File: config.mk
export PLATFORM = sky130hd
export DESIGN_NAME = board_test_top
export DESIGN_NICKNAME = d
export VERILOG_FILES = /design/src/rtl/board_test_pkg.sv /design/src/rtl/mmc_spi_slave.sv /design/src/rtl/config_regs.sv /design/src/rtl/tmds_encoder.sv /design/src/rtl/tmds_test.sv /design/src/rtl/board_test_top.sv
export VERILOG_INCLUDE_DIRS = /design/src /design/src/rtl
export SDC_FILE = /design/constraint.sdc
export NUM_CORES = 1
export LEC_CHECK = 0
export BUFFER_PORTS_ARGS = -buffer_cell sky130_fd_sc_hd__buf_2
export CAP_MARGIN = 25
export CORE_AREA = 3 3 143 145
export CTS_BUF_LIST = sky130_fd_sc_hd__clkbuf_2
export CTS_CLUSTER_DIAMETER = 120
export CTS_CLUSTER_SIZE = 16
export DETAILED_ROUTE_END_ITERATION = 10
export DIE_AREA = 0 0 146 148
export GPL_TIMING_DRIVEN = 0
export MAX_ROUTING_LAYER = met4
export SYNTH_ARGS = -nofsm -noshare
export SYNTH_HDL_FRONTEND = slang
export SYNTH_SLANG_ARGS = --single-unit
File: constraint.sdc
create_clock -name clk -period 12.05 [get_ports clk]
set_input_delay 0 -clock clk [delete_from_list [all_inputs] [get_ports clk]]
set_output_delay 0 -clock clk [all_outputs]
set_load 0.1 [all_outputs]
File: src/rtl/board_test_params.svh
/* Register map and frame constants for the board test core.
   Addresses are 7 bits wide; the config bit positions assume an 8-bit config byte. */

`ifndef BOARD_TEST_PARAMS_SVH
`define BOARD_TEST_PARAMS_SVH

// Register addresses seen by the microcontroller
`define REG_ID      7'd0
`define REG_CONFIG  7'd1
`define REG_LED     7'd2
`define REG_SCRATCH 7'd3

// Constant returned at REG_ID
`define BOARD_ID 8'h4d

// Bits per chip-select window
// read flag, 7 address bits, 8 data bits
`define SPI_FRAME_BITS 16

// Bit positions inside the config byte
`define CFG_TMDS_EN_BIT  0
`define CFG_VCXO_OFF_BIT 1

`endif

File: src/rtl/board_test_pkg.sv
/* Shared types for the board test core.
   Field order puts the first member in the most significant bits. */

`default_nettype none

package board_test_pkg;

	// Register access from the SPI target
	// write is a single-cycle strobe
	// addr stays valid until the next frame reaches its address bits
	typedef struct packed {
		logic       write;
		logic [6:0] addr;
		logic [7:0] wdata;
	} reg_req_t;

	// Configuration byte as driven to the board
	// tmds_enable sits in bit 0, vcxo_off in bit 1
	typedef struct packed {
		logic [5:0] spare;
		logic       vcxo_off;
		logic       tmds_enable;
	} ext_config_t;

	// Parallel TMDS symbols, one 10-bit word per channel
	// ch0 carries blue, ch1 green, ch2 red in DVI terms
	// Symbol bit 0 is transmitted first
	typedef struct packed {
		logic [9:0] ch2;
		logic [9:0] ch1;
		logic [9:0] ch0;
	} tmds_symbols_t;

endpackage

`default_nettype wire

File: src/rtl/mmc_spi_slave.sv
/* SPI mode 0 target for the microcontroller, sampled with clk.
   SCLK must run at clk/8 or slower; short frames are dropped when CSB rises. */

`default_nettype none

`include "board_test_params.svh"

module mmc_spi_slave (
	input  wire                       clk,
	input  wire                       arst_n,
	input  wire                       sclk,
	input  wire                       csb,
	input  wire                       mosi,
	input  wire  [7:0]                rdata,
	output logic                      miso,
	output board_test_pkg::reg_req_t  req
);

	// Pin synchronizers
	// sclk_sr[2] is the previous synchronized level, for edge detection
	logic [2:0]  sclk_sr;
	logic [1:0]  csb_sr;
	logic [1:0]  mosi_sr;
	logic        sclk_rise;
	logic        sclk_fall;
	logic        csb_s;
	logic        mosi_s;

	// Frame state
	logic [4:0]  bit_cnt;
	logic [6:0]  rx_shift;
	logic [7:0]  rx_byte;
	logic        rd_flag;
	logic        load_pend;
	logic [7:0]  tx_shift;

	// Request fields
	logic        write_q;
	logic [6:0]  addr_q;
	logic [7:0]  wdata_q;

	always_ff @(posedge clk or negedge arst_n) begin
		if (!arst_n) begin
			sclk_sr <= 3'b000;
			// CSB idles high, so come out of reset deselected
			csb_sr  <= 2'b11;
			mosi_sr <= 2'b00;
		end else begin
			sclk_sr <= {sclk_sr[1:0], sclk};
			csb_sr  <= {csb_sr[0], csb};
			mosi_sr <= {mosi_sr[0], mosi};
		end
	end

	assign sclk_rise = sclk_sr[1] & ~sclk_sr[2];
	assign sclk_fall = ~sclk_sr[1] & sclk_sr[2];
	assign csb_s     = csb_sr[1];
	assign mosi_s    = mosi_sr[1];

	// Byte completed by the current MOSI bit
	assign rx_byte = {rx_shift, mosi_s};

	// Input shifter, MSB first
	always_ff @(posedge clk) begin
		if (!csb_s && sclk_rise)
			rx_shift <= {rx_shift[5:0], mosi_s};
	end

	// Bit counter and request generation
	always_ff @(posedge clk or negedge arst_n) begin
		if (!arst_n) begin
			bit_cnt   <= 5'd0;
			rd_flag   <= 1'b0;
			addr_q    <= 7'd0;
			load_pend <= 1'b0;
			write_q   <= 1'b0;
		end else begin
			write_q   <= 1'b0;
			load_pend <= 1'b0;
			if (csb_s) begin
				bit_cnt <= 5'd0;
			end else if (sclk_rise && bit_cnt < (`SPI_FRAME_BITS)) begin
				bit_cnt <= bit_cnt + 5'd1;
				// Eighth bit closes the command byte
				if (bit_cnt == (`SPI_FRAME_BITS) / 2 - 1) begin
					rd_flag   <= rx_byte[7];
					addr_q    <= rx_byte[6:0];
					load_pend <= 1'b1;
				end
				// Last bit of a write frame
				if (bit_cnt == (`SPI_FRAME_BITS) - 1 && !rd_flag)
					write_q <= 1'b1;
			end
		end
	end

	// Write data captured with the final bit
	always_ff @(posedge clk) begin
		if (!csb_s && sclk_rise && bit_cnt == (`SPI_FRAME_BITS) - 1)
			wdata_q <= rx_byte;
	end

	// Output shifter
	// addr_q updates with the eighth bit, so rdata is loaded one cycle later
	// Shifting starts on the falling edge after the ninth bit
	always_ff @(posedge clk or negedge arst_n) begin
		if (!arst_n)
			tx_shift <= 8'h00;
		else if (csb_s)
			tx_shift <= 8'h00;
		else if (load_pend)
			tx_shift <= rd_flag ? rdata : 8'h00;
		else if (sclk_fall && bit_cnt > (`SPI_FRAME_BITS) / 2)
			tx_shift <= {tx_shift[6:0], 1'b0};
	end

	assign miso = tx_shift[7];

	assign req = '{write: write_q, addr: addr_q, wdata: wdata_q};

endmodule

`default_nettype wire

File: src/rtl/config_regs.sv
/* Small register file behind the SPI target.
   Read data is combinational from req.addr; writes to ID or unmapped addresses are dropped. */

`default_nettype none

`include "board_test_params.svh"

module config_regs (
	input  wire                          clk,
	input  wire                          arst_n,
	input  wire  board_test_pkg::reg_req_t req,
	output logic [7:0]                   rdata,
	output board_test_pkg::ext_config_t  cfg,
	output logic [7:0]                   led
);

	// Register contents
	logic [7:0] config_q;
	logic [7:0] led_q;
	logic [7:0] scratch_q;

	// Address decode for write strobes
	logic wr_config;
	logic wr_led;
	logic wr_scratch;

	assign wr_config  = req.write && (req.addr == `REG_CONFIG);
	assign wr_led     = req.write && (req.addr == `REG_LED);
	assign wr_scratch = req.write && (req.addr == `REG_SCRATCH);

	// Registers that drive board outputs
	// Cleared so TMDS is off and the VCXO runs after reset
	always_ff @(posedge clk or negedge arst_n) begin
		if (!arst_n) begin
			config_q <= 8'h00;
			led_q    <= 8'h00;
		end else begin
			if (wr_config)
				config_q <= req.wdata;
			if (wr_led)
				led_q <= req.wdata;
		end
	end

	// Scratch byte is only read back
	always_ff @(posedge clk) begin
		if (wr_scratch)
			scratch_q <= req.wdata;
	end

	// Read mux
	// ID is a constant; unmapped addresses read zero
	always_comb begin
		case (req.addr)
			`REG_ID:      rdata = `BOARD_ID;
			`REG_CONFIG:  rdata = config_q;
			`REG_LED:     rdata = led_q;
			`REG_SCRATCH: rdata = scratch_q;
			default:      rdata = 8'h00;
		endcase
	end

	// Map config byte onto named fields
	always_comb begin
		cfg.tmds_enable = config_q[`CFG_TMDS_EN_BIT];
		cfg.vcxo_off    = config_q[`CFG_VCXO_OFF_BIT];
		// Remaining bits carried along unused
		cfg.spare       = config_q[7:2];
	end

	assign led = led_q;

endmodule

`default_nettype wire

File: src/rtl/tmds_encoder.sv
/* DVI 1.0 TMDS encoder for one channel, one registered symbol per clk.
   Only control code C=00 is emitted while de is low. */

`default_nettype none

module tmds_encoder (
	input  wire        clk,
	input  wire        arst_n,
	input  wire        de,
	input  wire  [7:0] data,
	output logic [9:0] symbol
);

	// Stage one, transition minimized word
	logic [3:0]        n1_d;
	logic              use_xnor;
	logic [8:0]        q_m;

	// Stage two, DC balance
	logic [3:0]        n1_q;
	logic signed [5:0] bal;
	logic signed [5:0] cnt;
	logic signed [5:0] cnt_next;
	logic [9:0]        sym_next;

	always_comb begin
		n1_d = 4'd0;
		for (int i = 0; i < 8; i++)
			n1_d = n1_d + {3'b000, data[i]};
		use_xnor = (n1_d > 4'd4) || (n1_d == 4'd4 && !data[0]);
		q_m[0] = data[0];
		for (int i = 1; i < 8; i++)
			q_m[i] = use_xnor ? ~(q_m[i-1] ^ data[i]) : (q_m[i-1] ^ data[i]);
		q_m[8] = ~use_xnor;
	end

	always_comb begin
		n1_q = 4'd0;
		for (int i = 0; i < 8; i++)
			n1_q = n1_q + {3'b000, q_m[i]};
		// Ones minus zeros of the 8 data bits
		bal = $signed({1'b0, n1_q, 1'b0}) - 6'sd8;
		if (cnt == 6'sd0 || bal == 6'sd0) begin
			sym_next = {~q_m[8], q_m[8], q_m[8] ? q_m[7:0] : ~q_m[7:0]};
			cnt_next = q_m[8] ? cnt + bal : cnt - bal;
		end else if ((cnt > 6'sd0 && bal > 6'sd0) || (cnt < 6'sd0 && bal < 6'sd0)) begin
			// Invert to pull disparity back toward zero
			sym_next = {1'b1, q_m[8], ~q_m[7:0]};
			cnt_next = cnt + (q_m[8] ? 6'sd2 : 6'sd0) - bal;
		end else begin
			sym_next = {1'b0, q_m[8], q_m[7:0]};
			cnt_next = cnt - (q_m[8] ? 6'sd0 : 6'sd2) + bal;
		end
	end

	// Control period resets disparity, as the DVI spec requires
	always_ff @(posedge clk or negedge arst_n) begin
		if (!arst_n) begin
			symbol <= 10'b1101010100;
			cnt    <= 6'sd0;
		end else if (!de) begin
			symbol <= 10'b1101010100;
			cnt    <= 6'sd0;
		end else begin
			symbol <= sym_next;
			cnt    <= cnt_next;
		end
	end

endmodule

`default_nettype wire

File: src/rtl/tmds_test.sv
/* TMDS ramp pattern on three channels while enable is high.
   Output follows enable with two cycles of latency; the ramp restarts at 0 each time. */

`default_nettype none

module tmds_test (
	input  wire                            clk,
	input  wire                            arst_n,
	input  wire                            enable,
	output board_test_pkg::tmds_symbols_t  tmds
);

	logic       en_q;
	logic [7:0] count;
	logic [9:0] sym0;
	logic [9:0] sym1;
	logic [9:0] sym2;

	// Registered enable doubles as data enable
	// Counter holds 0 on the first active cycle
	always_ff @(posedge clk or negedge arst_n) begin
		if (!arst_n) begin
			en_q  <= 1'b0;
			count <= 8'd0;
		end else begin
			en_q  <= enable;
			count <= en_q ? count + 8'd1 : 8'd0;
		end
	end

	// Blue gets the plain ramp
	tmds_encoder enc0_i (
		.clk(clk), .arst_n(arst_n), .de(en_q),
		.data(count), .symbol(sym0)
	);

	// Green carries its inverse
	tmds_encoder enc1_i (
		.clk(clk), .arst_n(arst_n), .de(en_q),
		.data(~count), .symbol(sym1)
	);

	// Red scrambled with 0x55
	tmds_encoder enc2_i (
		.clk(clk), .arst_n(arst_n), .de(en_q),
		.data(count ^ 8'h55), .symbol(sym2)
	);

	assign tmds = '{ch2: sym2, ch1: sym1, ch0: sym0};

endmodule

`default_nettype wire

File: src/rtl/board_test_top.sv
/* Portable core of the board bring-up build, all on one ready clock.
   Serializers, clocking and pin buffers live outside; TMDS leaves as parallel symbols. */

`default_nettype none

module board_test_top (
	input  wire                            clk,
	input  wire                            arst_n,

	// SPI pins from the microcontroller
	input  wire                            sclk,
	input  wire                            csb,
	input  wire                            mosi,
	output logic                           miso,

	// Pmod LEDs and VCXO control
	output logic [7:0]                     led,
	output logic                           vcxo_en,

	// Parallel TMDS symbols
	output board_test_pkg::tmds_symbols_t  tmds
);

	import board_test_pkg::*;

	reg_req_t    req;
	ext_config_t cfg;
	logic [7:0]  rdata;

	// Microcontroller access
	mmc_spi_slave spi_i (
		.clk(clk), .arst_n(arst_n),
		.sclk(sclk), .csb(csb), .mosi(mosi), .miso(miso),
		.rdata(rdata), .req(req)
	);

	config_regs regs_i (
		.clk(clk), .arst_n(arst_n),
		.req(req), .rdata(rdata),
		.cfg(cfg), .led(led)
	);

	// Pattern generator, gated by config bit 0
	tmds_test tmds_i (
		.clk(clk), .arst_n(arst_n),
		.enable(cfg.tmds_enable),
		.tmds(tmds)
	);

	// VCXO runs unless software turns it off
	assign vcxo_en = ~cfg.vcxo_off;

endmodule

`default_nettype wire

* Yosys cells after proc, flatten, opt, wreduce, memory -nomap -nowiden *
Cells that the tools add are included.

word-level totals
  flip-flop bits (word level) = 126
  input port bits = 5

operators by class
  $add $sub $neg = 65
  $lt $le $gt $ge = 17
  eq/ne operators = 8
  muxes and demuxes = 65
  bitwise operators = 56
  reduce and logical (&&, ||, !) cells = 41

operators with widths
  kind                                                  count
  adder 4 x 1 -> 4 bit                                  24
  two-way mux 10 bit                                    9
  two-way mux 6 bit                                     12
  two-way mux 8 bit                                     8
  adder 6 bit                                           6
  > comparator 6 x 1 -> 1 bit (second input constant)   6
  logical NOT 6 bit                                     6
  < comparator 6 x 1 -> 1 bit (second input constant)   6
  subtractor 6 bit                                      6
  inverter 8 bit                                        4
  one-hot mux 8 bit (4 select lines)                    1
  inverter 1 bit                                        28
  two-way mux 1 bit                                     27
  adder 3 x 1 -> 4 bit                                  6
  bitwise XOR 1 bit                                     21
  adder 2 x 1 -> 3 bit                                  6
  adder 6 x 3 -> 6 bit                                  3
  subtractor 5 x 4 -> 6 bit (second input constant)     3
  subtractor 6 x 3 -> 6 bit                             3
  logical AND 1 bit                                     17
  equality test 7 x 2 -> 1 bit (second input constant)  2
  adder 1 x 1 -> 2 bit                                  6
  equality test 4 x 3 -> 1 bit (second input constant)  3
  > comparator 4 x 3 -> 1 bit (second input constant)   3
  other kinds (17)                                      36

* Longest topological paths before layout *
Gate-level depths: netlist (run 1).

  word-level depth = 38
  mapped depth = 32
  depth with buffers taken out = 31

* Modules after synthesis *
A second synthesis (run 1) with hierarchy kept.

unflattened totals
  cell total of the unflattened synthesis = 809
  area, all modules = 8906.0 um^2

modules (own cells, without submodules)
  module          times used  cells an instance  area an instance (um^2)  seq. area each (um^2)
  tmds_encoder    3           193                1885.6                   381.6
  mmc_spi_slave   1           110                1736.7                   1203.7
  config_regs     1           76                 1086.0                   640.6
  tmds_test       1           43                 422.9                    225.2
  board_test_top  1           1                  3.8                      0.0

* Worst setup path before layout (run 1) *
Ideal clock, no wire load.

  path kind = flip-flop to flip-flop
  start point = register tmds_i.count[0]
  end point = register tmds_i.enc1_i.cnt[5]
  setup time = 0.126 ns
  arrival = 8.714 ns
  path slack = 3.210 ns
  cell stages (with the launch flop) = 33
  buffers on the path = 1
  path through = dfrtp_1 > buf_4 > inv_1 > fa_1 > inv_1 > fa_1 > inv_1 > fa_1 > ha_1 > inv_1 > fa_1 > or3b_2 > nand3_1 > nand3_1 > xnor2_1 > fa_1 > fa_1 > fa_1 > ha_1 > fa_1 > xnor2_1 > inv_1 > ha_1 > inv_1 > ha_1 > inv_1 > ha_1 > nor2_1 > a21oi_1 > xor2_1 > mux2i_1 > nor3_1 > a221o_1

between the ends
  cells in the longest elaborated chain, start to end = 38

ends and longest elaborated chain
  item                                                                           RTL line            RTL
  start: declaration                                                             tmds_test.sv:14     logic [7:0] count;
  start signal: assignment                                                       tmds_test.sv:27     count <= en_q ? count + 8'd1 : 8'd0;
  inverter 8 bit *                                                               tmds_test.sv:40     .data(~count), .symbol(sym1)
  parallel branches: the longest is 35 deep, another holds adder 3 x 1 -> 4 bit  -
  two-way mux 6 bit *                                                            tmds_encoder.sv:43  if (cnt == 6'sd0 || bal == 6'sd0) begin
  two-way mux 6 bit *                                                            tmds_encoder.sv:61  end else if (!de) begin
  end signal: assignment                                                         tmds_encoder.sv:66  cnt <= cnt_next;
  end: declaration                                                               tmds_encoder.sv:22  logic signed [5:0] cnt;

Mark *: on every way between the ends.
A chain may end at the register's enable or synchronous reset.

* Worst setup path in the final report (run 1) *
Ends and elaborated chain as after synthesis.

==> flow_summary.json, run 1 <==
{
  "outcome": "finished clean",
  "fmax_ghz": 0.104,
  "synth_flop_cell": "dfrtp_1",
  "rows": 51,
  "die_y_um": 148,
  "arrival_ns": 10.23,
  "syn_nets": 942,
  "peakVddDrop_mv": 0.0463,
  "powerDensity_mw_per_mm2": 78.6,
  "grt_antenna_before_repair": 1,
  "grt_max_degree": 51,
  "antenna_left": 0,
  "setup_viol": 0,
  "clk_latency_ns": 0.70,
  "vias": 5731,
  "overflow": 0,
  "fin_crit_ns": 9.65,
  "seq_area_frac_synth": 0.375,
  "synth-xor-area-share": 0.106,
  "yosysUniqueCellTypes": 59,
  "post_cts_resized": 0,
  "tightest_slew_ns": 0.955,
  "synth_edf_count": 23,
  "hold_class": "flip-flop to flip-flop",
  "relSlewSlack": 0.360,
  "place.gp.congestion": 0.865,
  "endpoint_kind": "flip-flop",
  "ys_seq_elements": 123,
  "synth-simple-area-share": 0.0960,
  "power.leakage_nw": 4.42,
  "start_util": 0.444,
  "critPathMaxStageDelay_ns": 0.63,
  "skew_ns": 0.0415,
  "vias_per_cell": 4.93,
  "cp_slowest_cell": "fa_1",
  "hold_viol": 0,
  "crit_fanout": 11,
  "clk_pin_slew_ns": 0.21,
  "finalPower_mw": 0.751,
  "avgSynthCellArea_um2": 10.6,
  "area_delta_synth_final_pct": 11.4,
  "muxShareOfSynthArea": 0.0494,
  "grt_setup_unrepaired": "false",
  "maxCapViolCount": 0,
  "die_w_um": 146,
  "critPathKind": "flip-flop to flip-flop",
  "synth_compound_area_frac": 0.0968,
  "drtPass1Iterations": 4,
  "root_buffer": "clkbuf_2",
  "synthArstFlopShare": 0.813,
  "core_area_mm2": 0.0193,
  "crit_path_frequent_cell": "fa_1",
  "nFillCells": 1798,
  "synth_fa_ha_area_frac": 0.218,
  "cts_made_buffers": 17,
  "yosysWarnings": 0,
  "layout-drive-gt1-share": 0.158,
  "portBuffers": 44,
  "first_iter_violations": 329,
  "start_kind": "flip-flop",
  "syn_inst": 810,
  "grt_pass1_wl_um": 29600,
  "grt_usage": 0.177,
  "slew_violations": 0,
  "die_area_mm2": 0.0216,
  "drt-total-wl_um": 17600,
  "cp_top_family": "adder cells",
  "cp_num_buf_inv": 8,
  "dpl.hpwl_um": 13200,
  "remaining_drc_errors": 0,
  "clock-sinks": 123,
  "regArea_mm2": 0.00321,
  "h-tree-depth": 4,
  "tritoncts": "built",
  "synth_top_family_by_area": "adder cells",
  "io_pins": 45,
  "clockBufferDepth": 2,
  "multi_input_area_mm2": 0.00485,
  "post_drt_wl_per_cell_um": 15.2,
  "crit_required_ns": 12.63,
  "period_share": 0.801,
  "layout.nets": 1016,
  "synthesis.area_mm2": 0.00858,
  "tns_ns": 0,
  "first_global_vias": 5934
}
-- state kept, by name, summed over array words and instances (netlist names), 7 cells and up --
register,cells
regs_i.cfg,8
regs_i.led,8
regs_i.scratch_q,8
spi_i.addr_q,7
spi_i.rx_shift,7
spi_i.tx_shift,8
spi_i.wdata_q,8
tmds_i.count,8
tmds_i.enc0_i.symbol,10
tmds_i.enc1_i.symbol,10
tmds_i.enc2_i.symbol,10
-- cell type report --
class | instances | area share
multi-input combinational | 559 | 0.507
sequential | 123 | 0.336
inverter | 111 | 0.0441
timing repair buffer | 55 | 0.0382
tap | 265 | 0.0347
clock inverter | 14 | 0.0199
buffer | 17 | 0.00969
clock buffer | 18 | 0.00942
antenna | 1 | 0.000262
-- cells in the mapped netlist, types with 2 or more instances --
library cell,count,area share
buf_6,2,0.0026
o22ai_1,7,0.0051
a22oi_1,4,0.0035
and2_1,3,0.0022
xor2_1,25,0.026
nor2_1,63,0.028
edfxtp_1,23,0.081
nand2b_1,11,0.0080
and2b_2,2,0.0020
or4_1,4,0.0035
a21oi_1,27,0.016
o211ai_1,2,0.0017
a31o_2,4,0.0041
mux2_2,21,0.028
o21ai_0,15,0.0087
nand2_1,57,0.025
or3b_2,2,0.0020
inv_1,107,0.047
dfstp_2,17,0.052
xnor2_4,3,0.0096
ha_1,90,0.13
fa_1,37,0.086
a21o_1,19,0.017
clkinv_1,3,0.0013
dfrtp_1,83,0.24
mux2i_1,12,0.014
nor3_1,8,0.0047
o21a_1,2,0.0017
buf_4,2,0.0017
o31ai_1,2,0.0017
mux2i_4,3,0.0079
a22o_1,7,0.0071
a211oi_1,14,0.012
xnor2_1,66,0.067
nand4_1,3,0.0022
a31oi_1,6,0.0044
clkbuf_1,12,0.0052
nor3b_1,4,0.0035
o21bai_1,2,0.0017
nor2b_1,6,0.0044
nand3_1,11,0.0064
or3_1,2,0.0015
-- metal layers --
metal,vias to the layer above,track usage,wire length (um)
met4,0,0.0536,308
met1,2769,0.222,8100
met3,20,0.0429,710
met5,-,-,0
li1,2849,-,-
met2,93,0.288,8520
-- timing repair --
| item | in CTS | in global routing |
|---|---|---|
| setup buffers | 0 | 0 |
| hold buffers | 9 | 0 |
| endpoints found under the setup margin | 0 | 0 |
| hold endpoints to repair | 93 | 0 |
-- cells by family after synthesis --
group	count (synthesis)
compound gates	121
xor+xnor	95
fa+ha+maj	127
buf+inv	128
flops	123
mux	36
simple gates	180
-- per-stage QoR --
step	util	worst slack [ns]	hold WS (ns)	area, um2	cells
2_1_floorplan	-	3.21	-0.296	8580	810
3_3_place_gp	0.472	2.43	0.111	9130	1119
3_5_place_dp	0.474	2.39	0.111	9170	1121
4_1_cts	0.494	2.36	0.372	9560	1162
5_1_grt	0.494	1.74	0.380	9560	1163
6_report	0.494	2.40	0.371	9560	1163
-- worst paths after layout --
kind                                 start                       to  slack (ns)  cells after the start
setup / recovery           tmds_i.count[0]     tmds_i.enc1_i.cnt[5]        2.40                     32
hold / removal             spi_i.csb_sr[0]          spi_i.csb_sr[1]        0.37                      0
setup reg to reg           tmds_i.count[0]     tmds_i.enc1_i.cnt[5]        2.40                     32
hold reg to reg            spi_i.csb_sr[0]          spi_i.csb_sr[1]        0.37                      0
max in group asynchronous           arst_n  tmds_i.enc1_i.symbol[4]       11.21                      4
min in group asynchronous           arst_n          spi_i.csb_sr[1]        0.45                      3
-- power by group --
part / leakage, nW / switching [mW] / internal (mW) / total (mW)
Sequential: 1.53 / 0.00150 / 0.426 / 0.427
Combinational: 2.72 / 0.0105 / 0.00536 / 0.0159
Clock: 0.163 / 0.170 / 0.138 / 0.308
-- layout by cell type (no fill, tap or decap), drive strengths merged, types with 4 or more instances in the layout --
| cell | n |
|---|---|
| a211oi | 14 |
| a21o | 19 |
| a21oi | 28 |
| a22o | 7 |
| a22oi | 4 |
| a31o | 4 |
| a31oi | 7 |
| buf | 51 |
| bufinv | 4 |
| clkbuf | 30 |
| clkinv | 7 |
| dfrtp | 83 |
| dfstp | 17 |
| dlygate4sd3 | 9 |
| edfxtp | 23 |
| fa | 37 |
| ha | 90 |
| inv | 112 |
| mux2 | 21 |
| mux2i | 15 |
| nand2 | 57 |
| nand2b | 11 |
| nand3 | 11 |
| nor2 | 63 |
| nor2b | 6 |
| nor3 | 8 |
| nor3b | 4 |
| o21ai | 15 |
| o22ai | 7 |
| or4 | 4 |
| xnor2 | 69 |
| xor2 | 25 |
-- worst register-to-register path: cells and delay by family (launching register included) --
family | cells | cell delay [ns]
compound gates | 2 | 0.33
fa+ha+maj | 13 | 5.39
flops | 1 | 0.57
simple gates | 5 | 1.30
xor+xnor | 3 | 0.86
mux | 1 | 0.19
buf+inv | 8 | 0.92
(Power assumes the default switching activity.)
==> run 2: changes to the inputs <==
==> constraint.sdc (replaced) <==
create_clock -name clk -period 7.88 [get_ports clk]
set_input_delay 0 -clock clk [delete_from_list [all_inputs] [get_ports clk]]
set_output_delay 0 -clock clk [all_outputs]
set_load 0.1 [all_outputs]
==> run 2 against run 1 <==
  * First-iteration DRC count decreased by 29%
  * Die area unchanged
  * Critical path type unchanged
  * Highest routed layer unchanged
  * Largest cell class unchanged
  * Critical endpoint is now tmds_i.enc2_i.cnt[5]
  * Core utilization increased by 4.2 points
  * Critical path depth decreased by 2
  * The flow now finishes with violations (setup timing)
  * Clock power increased by 41%
  * Count of clock-buffer cells in the layout decreased by 1
==> flow_summary.json, run 2 (synthesized netlist as in run 1, its figures left out) <==
{
  "outcome": "finished with violations",
  "violations": "setup timing",
  "clk_pin_slew_ns": 0.24,
  "hold_viol": 0,
  "tightest_slew_ns": 0.949,
  "overflow": 0,
  "p_clk_frac": 0.390,
  "clockBufferDepth": 2,
  "finalPower_mw": 1.11,
  "power.internal_mw": 0.836,
  "r2r-start": "tmds_i.count[0]",
  "final_common_cell": "inv_1",
  "portBuffers": 44,
  "r2r_slack_ns": -0.03,
  "maxCapViolCount": 0,
  "grt_usage": 0.184,
  "die_y_um": 148,
  "die_w_um": 146,
  "grt_antenna_before_repair": 0,
  "first_iter_violations": 232,
  "worstRegToRegCells": 30,
  "clock-sinks": 123,
  "post_drt_wl_per_cell_um": 15.5,
  "layout-drive-gt1-share": 0.281,
  "setup_ws_ns": -0.0306,
  "fin_crit_ns": 7.91,
  "start_kind": "flip-flop",
  "arrival_ns": 8.55,
  "vias": 5872,
  "power.leakage_nw": 4.61,
  "rows": 51,
  "period_share": 1.00,
  "relSlewSlack": 0.362,
  "crit_required_ns": 8.52,
  "cp_num_buf_inv": 7,
  "first_global_vias": 5995,
  "critPathLaunch": "tmds_i.count[0]",
  "skew_ns": 0.0522,
  "r2r-end": "tmds_i.enc2_i.cnt[5]",
  "grt_pass1_wl_um": 30800,
  "power.share.combinational": 0.022,
  "cp_slowest_cell": "fa_2",
  "worst-path-stages": 30,
  "io_pins": 45,
  "cp_top_family": "adder cells",
  "start_util": 0.444,
  "h-tree-depth": 4,
  "vias_per_cell": 4.91,
  "hold_class": "flip-flop to flip-flop",
  "peakVddDrop_mv": 0.0678,
  "critPathMaxStageDelay_ns": 0.56,
  "critPathKind": "flip-flop to flip-flop",
  "reg_top3": "tmds_i.enc0_i.symbol x10, tmds_i.enc1_i.symbol x10, tmds_i.enc2_i.symbol x10",
  "root_buffer": "clkbuf_2",
  "remaining_drc_errors": 0,
  "clk_latency_ns": 0.71,
  "crit_fanout": 4,
  "grt_max_degree": 54,
  "crit_end": "tmds_i.enc2_i.cnt[5]",
  "slew_violations": 0,
  "final_cell_mix": "88 x inv_1, 81 x dfrtp_1, 65 x ha_1",
  "antenna_cells": 0,
  "cts_made_buffers": 17,
  "holdWs_ns": 0.369,
  "layout.nets": 1049,
  "die_area_mm2": 0.0216,
  "area_delta_synth_final_pct": 20.9,
  "pwr-share-seq": 0.588,
  "setup_viol": 2,
  "swShare": 0.248,
  "endpoint_kind": "flip-flop",
  "switching_power_mw": 0.275,
  "antenna_left": 0,
  "drt-total-wl_um": 18500,
  "drtPass1Iterations": 4,
  "hold_start": "spi_i.csb_sr[0]",
  "grt_setup_unrepaired": "true",
  "powerDensity_mw_per_mm2": 107,
  "crit_path_frequent_cell": "fa_1",
  "core_area_mm2": 0.0193,
  "fmax_ghz": 0.126,
  "place.gp.congestion": 0.832,
  "dpl.hpwl_um": 13300,
  "tritoncts": "built"
}
[run 2: cell count changes in the layout (fill, tap and decap cells not counted), sizes merged]
cell      delta
clkinvlp     +1
diode        -1
clkinv       +3
buf         +35
bufinv       -1
clkbuf       -3
inv          -2
[run 2: worst min path at each step]
stage / end / slack [ns] / cells after the start
3_3_place_gp: spi_i.mosi_sr[0] / 0.11 / 1
6_report: spi_i.csb_sr[1] / 0.37 / 0
5_1_grt: tmds_i.enc2_i.symbol[8] / 0.38 / 3
4_1_cts: spi_i.csb_sr[1] / 0.37 / 0
2_1_floorplan: regs_i.cfg[0] / -0.30 / 0
3_5_place_dp: spi_i.sclk_sr[1] / 0.09 / 1
[run 2: worst register-to-register path: cells and delay by family, from the launching register on]
kind                       cells  cell delay (ns)
and+or+nand+nor                1             0.37
DFF                            1             0.48
muxes                          2             0.20
buffers and inverters          7             0.57
adders and majority gates     12             5.03
xor gates and xnor gates       2             0.32
AOI/OAI and AO/OA              6             0.94
[run 2: layout make-up]
cell class,instances,area (um2)
fillers,1740,8960
repair buffers,89,628
clock buffers,17,85.1
clock inverters,15,170
multi-input cells,559,5400
plain buffers,16,111
inverters,111,433
well taps,265,332
flip-flops and latches,123,3220
[run 2: power groups by stage]
stage                     clock (mW)  sequential [mW]  combinational [mW]
final                          0.433            0.654              0.0246
after global routing           0.472            0.655              0.0283
after CTS                      0.444            0.654              0.0258
after detailed placement           0            0.665              0.0203
after global placement             0            0.665              0.0183
after floorplan                    0            0.664             0.00505
[run 2: what timing repair did]
item / in CTS / in global routing
endpoints found under the setup margin: 42 / 39
endpoints found under the hold margin: 92 / 0
pin swaps: 14 / 17
hold buffers: 9 / 0
buffers inserted: 16 / 18
resized for setup: 34 / 52
[run 2: metal layers]
metal,track usage,routed length [um]
met3,0.0408,521
met5,-,0
met2,0.302,9160
met4,0.0339,146
met1,0.240,8700
[run 2: stage by stage]
| stage | util | area, um2 | setup TNS (ns) | setup WS (ns) | std cells |
|---|---|---|---|---|---|
| CTS | 0.517 | 10000 | -0.115 | -0.115 | 1177 |
| detailed placement | 0.484 | 9360 | -16.70 | -0.663 | 1121 |
| finish | 0.536 | 10400 | -0.0587 | -0.0306 | 1195 |
| global placement | 0.482 | 9320 | -15.59 | -0.650 | 1119 |
| global route | 0.536 | 10400 | -0.936 | -0.333 | 1195 |
| floorplan | - | 8770 | -0.0588 | -0.0588 | 810 |
